$ cat src/hw/cpu_pkg.sv
package cpu_pkg;

  // ==============================
  // Sequencer and micro-op types
  // ==============================
  typedef enum logic [1:0] {
    T1,
    T2,
    T3,
    T4
  } t_phase_t;

  typedef enum logic [2:0] {
    ADDR_PC,
    ADDR_SP,
    ADDR_HL,
    ADDR_WZ,
    ADDR_NONE
  } addr_src_t;

  typedef enum logic [1:0] {
    BUS_NONE,
    BUS_READ,
    BUS_WRITE
  } bus_op_t;

  // Byte register loaded by a read or driven onto a write
  typedef enum logic [2:0] {
    A,
    B,
    H,
    L,
    W,
    Z,
    PCH,
    PCL
  } reg_sel_t;

  typedef enum logic [1:0] {
    ALU_NONE,
    ALU_INC,
    ALU_DEC,
    ALU_MOV
  } alu_op_t;

  // ALU target; PC only takes a vector, SP only steps
  typedef enum logic [1:0] {
    DST_A,
    DST_B,
    DST_PC,
    DST_SP
  } alu_dst_t;

  typedef enum logic [1:0] {
    IDU_NONE,
    IDU_INC,
    IDU_DEC
  } idu_op_t;

  typedef enum logic [2:0] {
    MISC_NONE,
    MISC_COND_NZ,
    MISC_JUMP_WZ,
    MISC_HALT,
    MISC_EI,
    MISC_DI,
    MISC_RETI
  } misc_op_t;

  localparam int MAX_CYCLES = 5;

  // One machine cycle; idu_dst set sends the IDU result to PC
  typedef struct packed {
    addr_src_t  addr_src;
    bus_op_t    bus_op;
    reg_sel_t   data_reg;
    idu_op_t    idu_op;
    logic       idu_dst;
    alu_op_t    alu_op;
    alu_dst_t   alu_dst;
    logic [2:0] alu_src;
    misc_op_t   misc_op;
  } micro_cycle_t;

  typedef struct packed {
    micro_cycle_t [MAX_CYCLES-1:0] cycles;
    logic [2:0]                    num_cycles;
  } control_word_t;

  // ==============================
  // Register file and bus
  // ==============================
  typedef union packed {
    logic [15:0] word;
    struct packed {
      logic [7:0] hi;
      logic [7:0] lo;
    } bytes;
  } reg_pair_u;

  typedef struct packed {
    reg_pair_u  pc;
    reg_pair_u  sp;
    reg_pair_u  hl;
    reg_pair_u  wz;
    logic [7:0] a;
    logic [7:0] b;
    logic [7:0] ir;
    logic       z;
    logic       n;
    logic       ime;
  } cpu_regs_t;

  typedef struct packed {
    logic [15:0] addr;
    logic [7:0]  wdata;
    logic        read_en;
    logic        write_en;
  } bus_req_t;

  typedef struct packed {
    logic vblank;
    logic stat;
    logic timer;
    logic serial;
    logic joypad;
  } irq_req_t;

  // Memory map
  localparam logic [15:0] IF_ADDR   = 16'hFF0F;
  localparam logic [15:0] IE_ADDR   = 16'hFFFF;
  localparam int          WRAM_DEPTH = 1024;
  localparam logic [15:0] HRAM_BASE = 16'hFF80;
  localparam logic [15:0] RESET_SP  = 16'hFFFE;

  localparam logic [15:0] IRQ_VECTOR_BASE = 16'h0040;
  localparam logic [15:0] IRQ_VECTOR_STEP = 16'd8;

  // Common micro-cycles
  localparam micro_cycle_t MC_IDLE = '{
    addr_src: ADDR_NONE, bus_op: BUS_NONE, data_reg: A, idu_op: IDU_NONE,
    idu_dst: 1'b0, alu_op: ALU_NONE, alu_dst: DST_A, alu_src: 3'd0,
    misc_op: MISC_NONE
  };
  localparam micro_cycle_t MC_FETCH = '{
    addr_src: ADDR_PC, bus_op: BUS_READ, data_reg: A, idu_op: IDU_INC,
    idu_dst: 1'b0, alu_op: ALU_NONE, alu_dst: DST_A, alu_src: 3'd0,
    misc_op: MISC_NONE
  };
  localparam control_word_t FETCH_WORD = '{
    cycles: {{(MAX_CYCLES-1){MC_IDLE}}, MC_FETCH},
    num_cycles: 3'd1
  };

endpackage

$ cat src/hw/control_rom.sv
`timescale 1ns/1ps

module control_rom import cpu_pkg::*; (
  input  logic [7:0]    opcode,
  input  logic          irq_mode,
  input  logic [2:0]    irq_index,
  output control_word_t word
);

  micro_cycle_t c0, c1, c2, c3;

  // Last cycle of every word is the opcode fetch into IR
  always_comb begin
    word = FETCH_WORD;
    c0 = MC_IDLE;
    c1 = MC_IDLE;
    c2 = MC_IDLE;
    c3 = MC_IDLE;

    if (irq_mode) begin
      // Dispatch: step PC back over the discarded opcode, push, jump
      c0.addr_src = ADDR_PC;
      c0.idu_op   = IDU_DEC;
      c0.alu_op   = ALU_DEC;
      c0.alu_dst  = DST_SP;
      c1.addr_src = ADDR_SP;
      c1.bus_op   = BUS_WRITE;
      c1.data_reg = PCH;
      c1.idu_op   = IDU_DEC;
      c2.addr_src = ADDR_SP;
      c2.bus_op   = BUS_WRITE;
      c2.data_reg = PCL;
      c3.alu_op   = ALU_MOV;
      c3.alu_dst  = DST_PC;
      c3.alu_src  = irq_index;
      word = '{cycles: {MC_FETCH, c3, c2, c1, c0}, num_cycles: 3'd5};
    end else begin
      unique case (opcode)
        8'h3E, 8'h06: begin
          // LD A,d8 / LD B,d8
          c0 = MC_FETCH;
          c0.data_reg = (opcode == 8'h3E) ? A : B;
          word = '{cycles: {{3{MC_IDLE}}, MC_FETCH, c0}, num_cycles: 3'd2};
        end
        8'h21: begin
          // LD HL,d16
          c0 = MC_FETCH;
          c0.data_reg = L;
          c1 = MC_FETCH;
          c1.data_reg = H;
          word = '{cycles: {{2{MC_IDLE}}, MC_FETCH, c1, c0}, num_cycles: 3'd3};
        end
        8'h77, 8'h7E: begin
          // LD (HL),A / LD A,(HL)
          c0.addr_src = ADDR_HL;
          c0.bus_op   = (opcode == 8'h77) ? BUS_WRITE : BUS_READ;
          c0.data_reg = A;
          word = '{cycles: {{3{MC_IDLE}}, MC_FETCH, c0}, num_cycles: 3'd2};
        end
        8'h3C, 8'h05: begin
          // INC A / DEC B overlap with the fetch
          c0 = MC_FETCH;
          c0.alu_op  = (opcode == 8'h3C) ? ALU_INC : ALU_DEC;
          c0.alu_dst = (opcode == 8'h3C) ? DST_A : DST_B;
          word = '{cycles: {{4{MC_IDLE}}, c0}, num_cycles: 3'd1};
        end
        8'hC3, 8'hC2: begin
          // JP a16 / JP NZ,a16; untaken skips to the fetch
          c0 = MC_FETCH;
          c0.data_reg = Z;
          c1 = MC_FETCH;
          c1.data_reg = W;
          if (opcode == 8'hC2) c1.misc_op = MISC_COND_NZ;
          c2.misc_op = MISC_JUMP_WZ;
          word = '{cycles: {MC_IDLE, MC_FETCH, c2, c1, c0}, num_cycles: 3'd4};
        end
        8'h76, 8'hFB, 8'hF3: begin
          c0 = MC_FETCH;
          c0.misc_op = (opcode == 8'h76) ? MISC_HALT :
                       (opcode == 8'hFB) ? MISC_EI : MISC_DI;
          word = '{cycles: {{4{MC_IDLE}}, c0}, num_cycles: 3'd1};
        end
        8'hD9: begin
          // RETI pops into WZ and fetches there
          c0.addr_src = ADDR_SP;
          c0.bus_op   = BUS_READ;
          c0.data_reg = Z;
          c0.idu_op   = IDU_INC;
          c1 = c0;
          c1.data_reg = W;
          c2.misc_op  = MISC_RETI;
          c3 = MC_FETCH;
          c3.addr_src = ADDR_WZ;
          c3.idu_dst  = 1'b1;
          word = '{cycles: {MC_IDLE, c3, c2, c1, c0}, num_cycles: 3'd4};
        end
        default: word = FETCH_WORD;
      endcase
    end
  end

endmodule

$ cat src/hw/interrupt_ctrl.sv
`timescale 1ns/1ps

module interrupt_ctrl import cpu_pkg::*; (
  input  logic       clk,
  input  logic       reset,
  input  bus_req_t   bus,
  input  irq_req_t   irq,
  input  logic       ack,
  output logic       pending,
  output logic [2:0] irq_index,
  output logic [7:0] reg_rdata
);

  logic [4:0] if_q;
  logic [7:0] ie_q;
  logic [4:0] req_bits;
  logic [4:0] active;

  // Bit 0 is vblank, the highest priority
  assign req_bits = {irq.joypad, irq.serial, irq.timer, irq.stat, irq.vblank};
  assign active   = if_q & ie_q[4:0];
  assign pending  = |active;

  always_comb begin
    irq_index = 3'd0;
    for (int i = 4; i >= 0; i--) begin
      if (active[i]) irq_index = 3'(i);
    end
  end

  always_ff @(posedge clk or posedge reset) begin
    if (reset) begin
      if_q <= '0;
      ie_q <= '0;
    end else begin
      if (bus.write_en && bus.addr == IF_ADDR) if_q <= bus.wdata[4:0];
      if (bus.write_en && bus.addr == IE_ADDR) ie_q <= bus.wdata;
      if (ack) if_q[irq_index] <= 1'b0;
      // A new request beats a write or ack on the same bit
      for (int i = 0; i < 5; i++) begin
        if (req_bits[i]) if_q[i] <= 1'b1;
      end
    end
  end

  // Unused IF bits read back as ones
  always_comb begin
    reg_rdata = 8'h00;
    if (bus.addr == IF_ADDR) begin
      reg_rdata = {3'b111, if_q};
    end else if (bus.addr == IE_ADDR) begin
      reg_rdata = ie_q;
    end
  end

endmodule

$ cat src/hw/cpu_core.sv
`timescale 1ns/1ps

module cpu_core import cpu_pkg::*; (
  input  logic       clk,
  input  logic       reset,
  input  logic [7:0] rdata,
  input  irq_req_t   irq,
  output bus_req_t   bus,
  output t_phase_t   t_phase,
  output logic       instr_boundary,
  output logic [7:0] irq_rdata
);

  cpu_regs_t     regs;
  control_word_t control_word;
  control_word_t rom_word;
  micro_cycle_t  mc;
  logic [2:0]    cycle;
  logic          halted;
  logic          pending;
  logic [2:0]    irq_index;
  logic          at_last;
  logic          cond_fail;
  logic          finish;
  logic          take_irq;
  logic          halt_now;
  logic [15:0]   pair_val;
  logic [15:0]   idu_val;
  logic [7:0]    alu_in;
  logic [7:0]    alu_out;

  control_rom u_rom (
    .opcode   (regs.ir),
    .irq_mode (take_irq),
    .irq_index(irq_index),
    .word     (rom_word)
  );

  interrupt_ctrl u_irq (
    .clk      (clk),
    .reset    (reset),
    .bus      (bus),
    .irq      (irq),
    .ack      (take_irq),
    .pending  (pending),
    .irq_index(irq_index),
    .reg_rdata(irq_rdata)
  );

  // ==============================
  // Step decisions
  // ==============================
  assign mc        = control_word.cycles[cycle];
  assign at_last   = ({1'b0, cycle} + 4'd1) >= {1'b0, control_word.num_cycles};
  assign cond_fail = (mc.misc_op == MISC_COND_NZ) && regs.z;
  assign finish    = halted ? pending : (t_phase == T4 && at_last && !cond_fail);
  // DI takes effect before the boundary check
  assign take_irq  = finish && regs.ime && pending && !(mc.misc_op == MISC_DI && !halted);
  assign halt_now  = !halted && finish && mc.misc_op == MISC_HALT && !take_irq;

  always_comb begin
    unique case (mc.addr_src)
      ADDR_PC: pair_val = regs.pc.word;
      ADDR_SP: pair_val = regs.sp.word;
      ADDR_HL: pair_val = regs.hl.word;
      ADDR_WZ: pair_val = regs.wz.word;
      default: pair_val = 16'h0000;
    endcase
    idu_val = (mc.idu_op == IDU_DEC) ? pair_val - 16'd1 : pair_val + 16'd1;
    alu_in  = (mc.alu_dst == DST_B) ? regs.b : regs.a;
    alu_out = (mc.alu_op == ALU_DEC) ? alu_in - 8'd1 : alu_in + 8'd1;
  end

  always_ff @(posedge clk or posedge reset) begin
    if (reset) begin
      regs           <= '0;
      regs.sp.word   <= RESET_SP;
      bus            <= '0;
      t_phase        <= T1;
      cycle          <= '0;
      control_word   <= FETCH_WORD;
      halted         <= 1'b0;
      instr_boundary <= 1'b0;
    end else begin
      instr_boundary <= 1'b0;
      if (halted) begin
        // Frozen in T4 until something enabled is pending
        if (pending) begin
          halted       <= 1'b0;
          t_phase      <= T1;
          cycle        <= '0;
          control_word <= rom_word;
          if (take_irq) regs.ime <= 1'b0;
          else instr_boundary <= 1'b1;
        end
      end else begin
        unique case (t_phase)
          T1: begin
            bus.addr <= pair_val;
            t_phase  <= T2;
          end
          T2: begin
            bus.read_en  <= (mc.bus_op == BUS_READ);
            bus.write_en <= (mc.bus_op == BUS_WRITE);
            unique case (mc.data_reg)
              A:       bus.wdata <= regs.a;
              B:       bus.wdata <= regs.b;
              H:       bus.wdata <= regs.hl.bytes.hi;
              L:       bus.wdata <= regs.hl.bytes.lo;
              W:       bus.wdata <= regs.wz.bytes.hi;
              Z:       bus.wdata <= regs.wz.bytes.lo;
              PCH:     bus.wdata <= regs.pc.bytes.hi;
              default: bus.wdata <= regs.pc.bytes.lo;
            endcase
            t_phase <= T3;
          end
          T3: begin
            if (mc.bus_op == BUS_READ) begin
              if (at_last) begin
                regs.ir <= rdata;
              end else begin
                unique case (mc.data_reg)
                  A:       regs.a <= rdata;
                  B:       regs.b <= rdata;
                  H:       regs.hl.bytes.hi <= rdata;
                  L:       regs.hl.bytes.lo <= rdata;
                  W:       regs.wz.bytes.hi <= rdata;
                  Z:       regs.wz.bytes.lo <= rdata;
                  PCH:     regs.pc.bytes.hi <= rdata;
                  default: regs.pc.bytes.lo <= rdata;
                endcase
              end
            end
            t_phase <= T4;
          end
          default: begin
            bus.read_en  <= 1'b0;
            bus.write_en <= 1'b0;

            // IDU writes back to its source pair unless sent to PC
            if (mc.idu_op != IDU_NONE) begin
              if (mc.idu_dst) regs.pc.word <= idu_val;
              else begin
                unique case (mc.addr_src)
                  ADDR_PC: regs.pc.word <= idu_val;
                  ADDR_SP: regs.sp.word <= idu_val;
                  ADDR_HL: regs.hl.word <= idu_val;
                  ADDR_WZ: regs.wz.word <= idu_val;
                  default: ;
                endcase
              end
            end

            if (mc.alu_op == ALU_MOV && mc.alu_dst == DST_PC) begin
              regs.pc.word <= IRQ_VECTOR_BASE + 16'(mc.alu_src) * IRQ_VECTOR_STEP;
            end else if (mc.alu_op != ALU_NONE && mc.alu_dst == DST_SP) begin
              regs.sp.word <= (mc.alu_op == ALU_DEC) ? regs.sp.word - 16'd1
                                                     : regs.sp.word + 16'd1;
            end else if (mc.alu_op == ALU_INC || mc.alu_op == ALU_DEC) begin
              if (mc.alu_dst == DST_B) regs.b <= alu_out;
              else regs.a <= alu_out;
              regs.z <= (alu_out == 8'h00);
              regs.n <= (mc.alu_op == ALU_DEC);
            end

            unique case (mc.misc_op)
              MISC_JUMP_WZ:       regs.pc.word <= regs.wz.word;
              MISC_EI, MISC_RETI: regs.ime <= 1'b1;
              MISC_DI:            regs.ime <= 1'b0;
              default: ;
            endcase

            if (cond_fail) begin
              cycle   <= control_word.num_cycles - 3'd1;
              t_phase <= T1;
            end else if (at_last) begin
              cycle        <= '0;
              control_word <= rom_word;
              if (halt_now) begin
                halted  <= 1'b1;
                t_phase <= T4;
              end else begin
                t_phase        <= T1;
                instr_boundary <= !take_irq;
              end
              if (take_irq) regs.ime <= 1'b0;
            end else begin
              cycle   <= cycle + 3'd1;
              t_phase <= T1;
            end
          end
        endcase
      end
    end
  end

endmodule

$ cat config.mk
export PLATFORM = sky130hd
export DESIGN_NAME = cpu_core
export DESIGN_NICKNAME = d
export VERILOG_FILES = /design/src/hw/cpu_pkg.sv /design/src/hw/control_rom.sv /design/src/hw/interrupt_ctrl.sv /design/src/hw/cpu_core.sv
export SDC_FILE = /design/constraint.sdc
export NUM_CORES = 1
export LEC_CHECK = 0
export ABC_AREA = 1
export BUFFER_PORTS_ARGS = -buffer_cell sky130_fd_sc_hd__buf_4
export CORE_ASPECT_RATIO = 0.75
export CORE_MARGIN = 3
export CORE_UTILIZATION = 58
export CTS_CLUSTER_DIAMETER = 60
export DETAILED_ROUTE_END_ITERATION = 8
export PLACE_DENSITY_LB_ADDON = 0.1
export REMOVE_ABC_BUFFERS = 1
export SLEW_MARGIN = 25
export SYNTH_ARGS = -nofsm -noshare
export SYNTH_HDL_FRONTEND = slang
export SYNTH_HIERARCHICAL = 1
export SYNTH_SLANG_ARGS = --single-unit
$ cat constraint.sdc
create_clock -name clk -period 6.9 [get_ports clk]
set_input_delay 1.035 -clock clk [delete_from_list [all_inputs] [get_ports clk]]
set_output_delay 1.035 -clock clk [all_outputs]
set_load 0.02 [all_outputs]
==> impl_metrics.csv <==
group,metric,value,unit
run_status,status,"finished, final reports clean",
finish,antenna-diode-count,0,
drt,routed_via_density,5.851,
timing,period_needed,5.187,ns
grt,grt_pass1_vias,12290,
finish,multiInputGateArea,0.007807,mm^2
setup_path,cp.arrival,5.58,ns
yosys,yosysWarnings,6,
yosys,yosys-top-cells-area,"dfrtp_1 (35%), nand2_1 (10%), mux2_2 (5.7%)",
yosys,syn_inst,1959,
yosys,synthFlopType,"dfrtp_1",
setup_path,worstSetupPathType,"reg2reg",
yosys,synth-edff-count,0,
clocking,h-tree-depth,1,
finish,drive_above_1_share,0.1561,
drt,routed_wirelength,46760,um
finish,fillers,2354,
grt,grt_pass1_wl,72280,um
clocking,cts_tree,"yes",
yosys,synth_top_area_cell,"dfrtp_1",
clocking,clk_latency,0.54,ns
drt,drt_pass1_iterations,7,
clocking,cts_buffer_depth,3,
yosys,ys_seq_area_frac,0.3919,
yosys,yosysMostFrequentCell,"nand2_1",
clocking,cts.sinks,244,
placement,place_congestion,1.081,
finish,area_growth,6.131,%
setup_path,endpoint_kind,"register",
yosys,ys_ff_latch,244,
yosys,synth_commonest_cells,"nand2_1 (431), dfrtp_1 (222), inv_1 (213)",
timing,hold_violations,0,
yosys,async_flop_share,1.000,
timing,rsz0062_at_grt,"false",
min_path,hold_depth,2,
setup_path,cp.required,7.29,ns
timing,min_period_over_period,0.7517,
die,initial_utilization,0.5968,
drt,via_count,13560,
drt,drt_iter0_drc,1705,
timing,tightest_slew,1.078,ns
finish,nets,2021,
clocking,cts_resized,0,
grt,antenna_found_initial,1,
placement,hpwlAfterDp,35190,um
clocking,numCtsBuffers,26,
placement,io_buffers,51,
grt,grt_overflow,0,
clocking,hold_buffers,0,
drt,drc,0,
timing,finClkSkew,0.009293,ns
finish,final-seq-area,0.006137,mm^2
grt,grt_max_degree,124,
die,row_count,51,
grt,grt_usage,0.3203,
die,pin_count,52,
timing,fin_ws,1.713,ns
clocking,clockRootBuffer,"clkbuf_16",
run,max-cap-violations,0,
setup_path,crit_fanout,65,
setup_path,start_kind,"register",
timing,final-max-slew-violation-count,0,
die,core_area,0.02623,mm^2
setup_path,r2r_cells,20,
timing,timing.slew.headroom,0.2805,
clocking,postCtsSetupBuffers,0,
yosys,yosysTopAreaCellShare,0.3549,
timing,setup_viol,0,
yosys,syn-cell-area,0.01565,mm^2
die,die_h,148.3,um
die,die_area,0.02901,mm^2
min_path,hold_path_class,"reg2reg",
yosys,yosysUniqueCellTypes,65,
drt,postRouteAntennaNets,0,
drt,post_drt_wl_per_cell,20.18,um
placement,pre_cts_ws,1.602,ns
clocking,cts.clk_slew.worst_paths,0.07,ns
die,die_w,195.7,um
yosys,avgSynthCellArea,7.989,um^2
timing,maxClockFrequency,192.8,MHz
## registers in the layout, summed over array words and instances, names as in the netlist
name and cells:
control_word 108, regs 90, bus 26, u_irq/ie_q 8, u_irq/if_q 5, cycle 3
t_phase 2, halted 1, instr_boundary 1
## layout make-up
| class | instances | area share |
|---|---|---|
| sequential | 244 | 0.3695 |
| clock buffer | 39 | 0.04700 |
| inverter | 236 | 0.05393 |
| timing repair buffer | 61 | 0.02832 |
| tap | 344 | 0.02591 |
| multi-input combinational | 1386 | 0.4700 |
| clock inverter | 7 | 0.005348 |
## kinds of logic (layout without fill, tap and decap cells)
group | Yosys count | count (layout) | synth area share
DFF | 244 | 244 | 0.3919
and+or+nand+nor | 754 | 754 | 0.2082
adders and majority gates | 51 | 51 | 0.04221
xor gates and xnor gates | 23 | 23 | 0.01287
AOI/OAI and AO/OA | 423 | 423 | 0.1636
other | 1 | 55 | 0.0002396
buffers and inverters | 383 | 343 | 0.1234
muxes | 80 | 80 | 0.05756
## metrics by stage
| stage | hold slack [ns] | util | setup TNS [ns] | std cells | area [um^2] |
|---|---|---|---|---|---|
| 2_1_floorplan | 0.4422 | - | -128.43 | 1866 | 14810 |
| 3_3_place_gp | 0.4569 | 0.5998 | 0 | 2270 | 15730 |
| 3_5_place_dp | 0.4587 | 0.5998 | 0 | 2270 | 15730 |
| 4_1_cts | 0.4729 | 0.6330 | 0 | 2316 | 16600 |
| 5_1_grt | 0.4968 | 0.6334 | 0 | 2317 | 16610 |
| 6_report | 0.4802 | 0.6334 | 0 | 2317 | 16610 |
## cell usage in the layout, fill, tap and decap left out, types with 6 or more instances in the layout
cell type | synthesis | layout
inv_1 | 213 | 212
a21boi_0 | 7 | 7
nor2_2 | 12 | 13
o21ai_1 | 28 | 28
dfrtp_1 | 222 | 221
clkbuf_8 | 0 | 6
ha_1 | 48 | 48
conb_1 | 1 | 55
mux2_2 | 79 | 79
a221o_1 | 8 | 8
dfstp_2 | 22 | 22
a221oi_1 | 8 | 8
xnor2_1 | 8 | 8
buf_4 | 86 | 60
a21oi_1 | 108 | 108
nand2_1 | 431 | 431
o22ai_1 | 34 | 34
o21ai_2 | 9 | 9
clkbuf_16 | 0 | 27
inv_2 | 22 | 22
clkbuf_1 | 19 | 6
a21oi_2 | 25 | 24
nand3_1 | 111 | 111
xor2_1 | 15 | 15
a31oi_1 | 9 | 9
o21ai_0 | 139 | 139
nor3_1 | 14 | 14
nand4_1 | 13 | 13
nand2_2 | 11 | 11
nor2_1 | 135 | 134
o211ai_1 | 13 | 13
## worst max-delay path: stages (launching register included)
cell and delay, ns:
dfrtp_4 0.86, inv_4 0.26, nand2_1 0.12, nand3_1 0.08, nand3_1 0.11, nand2_1 0.16, inv_1 0.10, nand3_1 0.48
o22ai_1 0.36, nor2_1 0.14, fa_1 0.45, o21ai_0 0.35, nand2_1 0.09, nand2_1 0.15, a21boi_0 0.16, nand3b_1 0.21
o21ai_0 0.20, xor2_1 0.36, o22ai_1 0.11, a21boi_0 0.16, o21ai_0 0.09
## path summary, 6_finish.rpt
kind | start | to | slack [ns]
worst max-delay path | cycle[0] | regs[89] | 1.71
worst min-delay path | u_irq/ie_q[7] | u_irq/ie_q[7] | 0.48
worst max register to register | cycle[0] | regs[89] | 1.71
worst min register to register | u_irq/ie_q[7] | u_irq/ie_q[7] | 0.48
max in group asynchronous | reset | cycle[0] | 4.79
min in group asynchronous | reset | u_irq/ie_q[5] | 0.57
## routing by layer
metal  vias to the layer above  wire [um]  track usage
met5                         -          0            0
met4                         0        912      0.05985
met3                        68       5844       0.1053
met2                       684      17720       0.4166
met1                      6441      22280       0.5153
li1                       6363          -            -
Power is not shown: default switching activity piles up to over one toggle a cycle in this logic, so the estimate is an artifact.
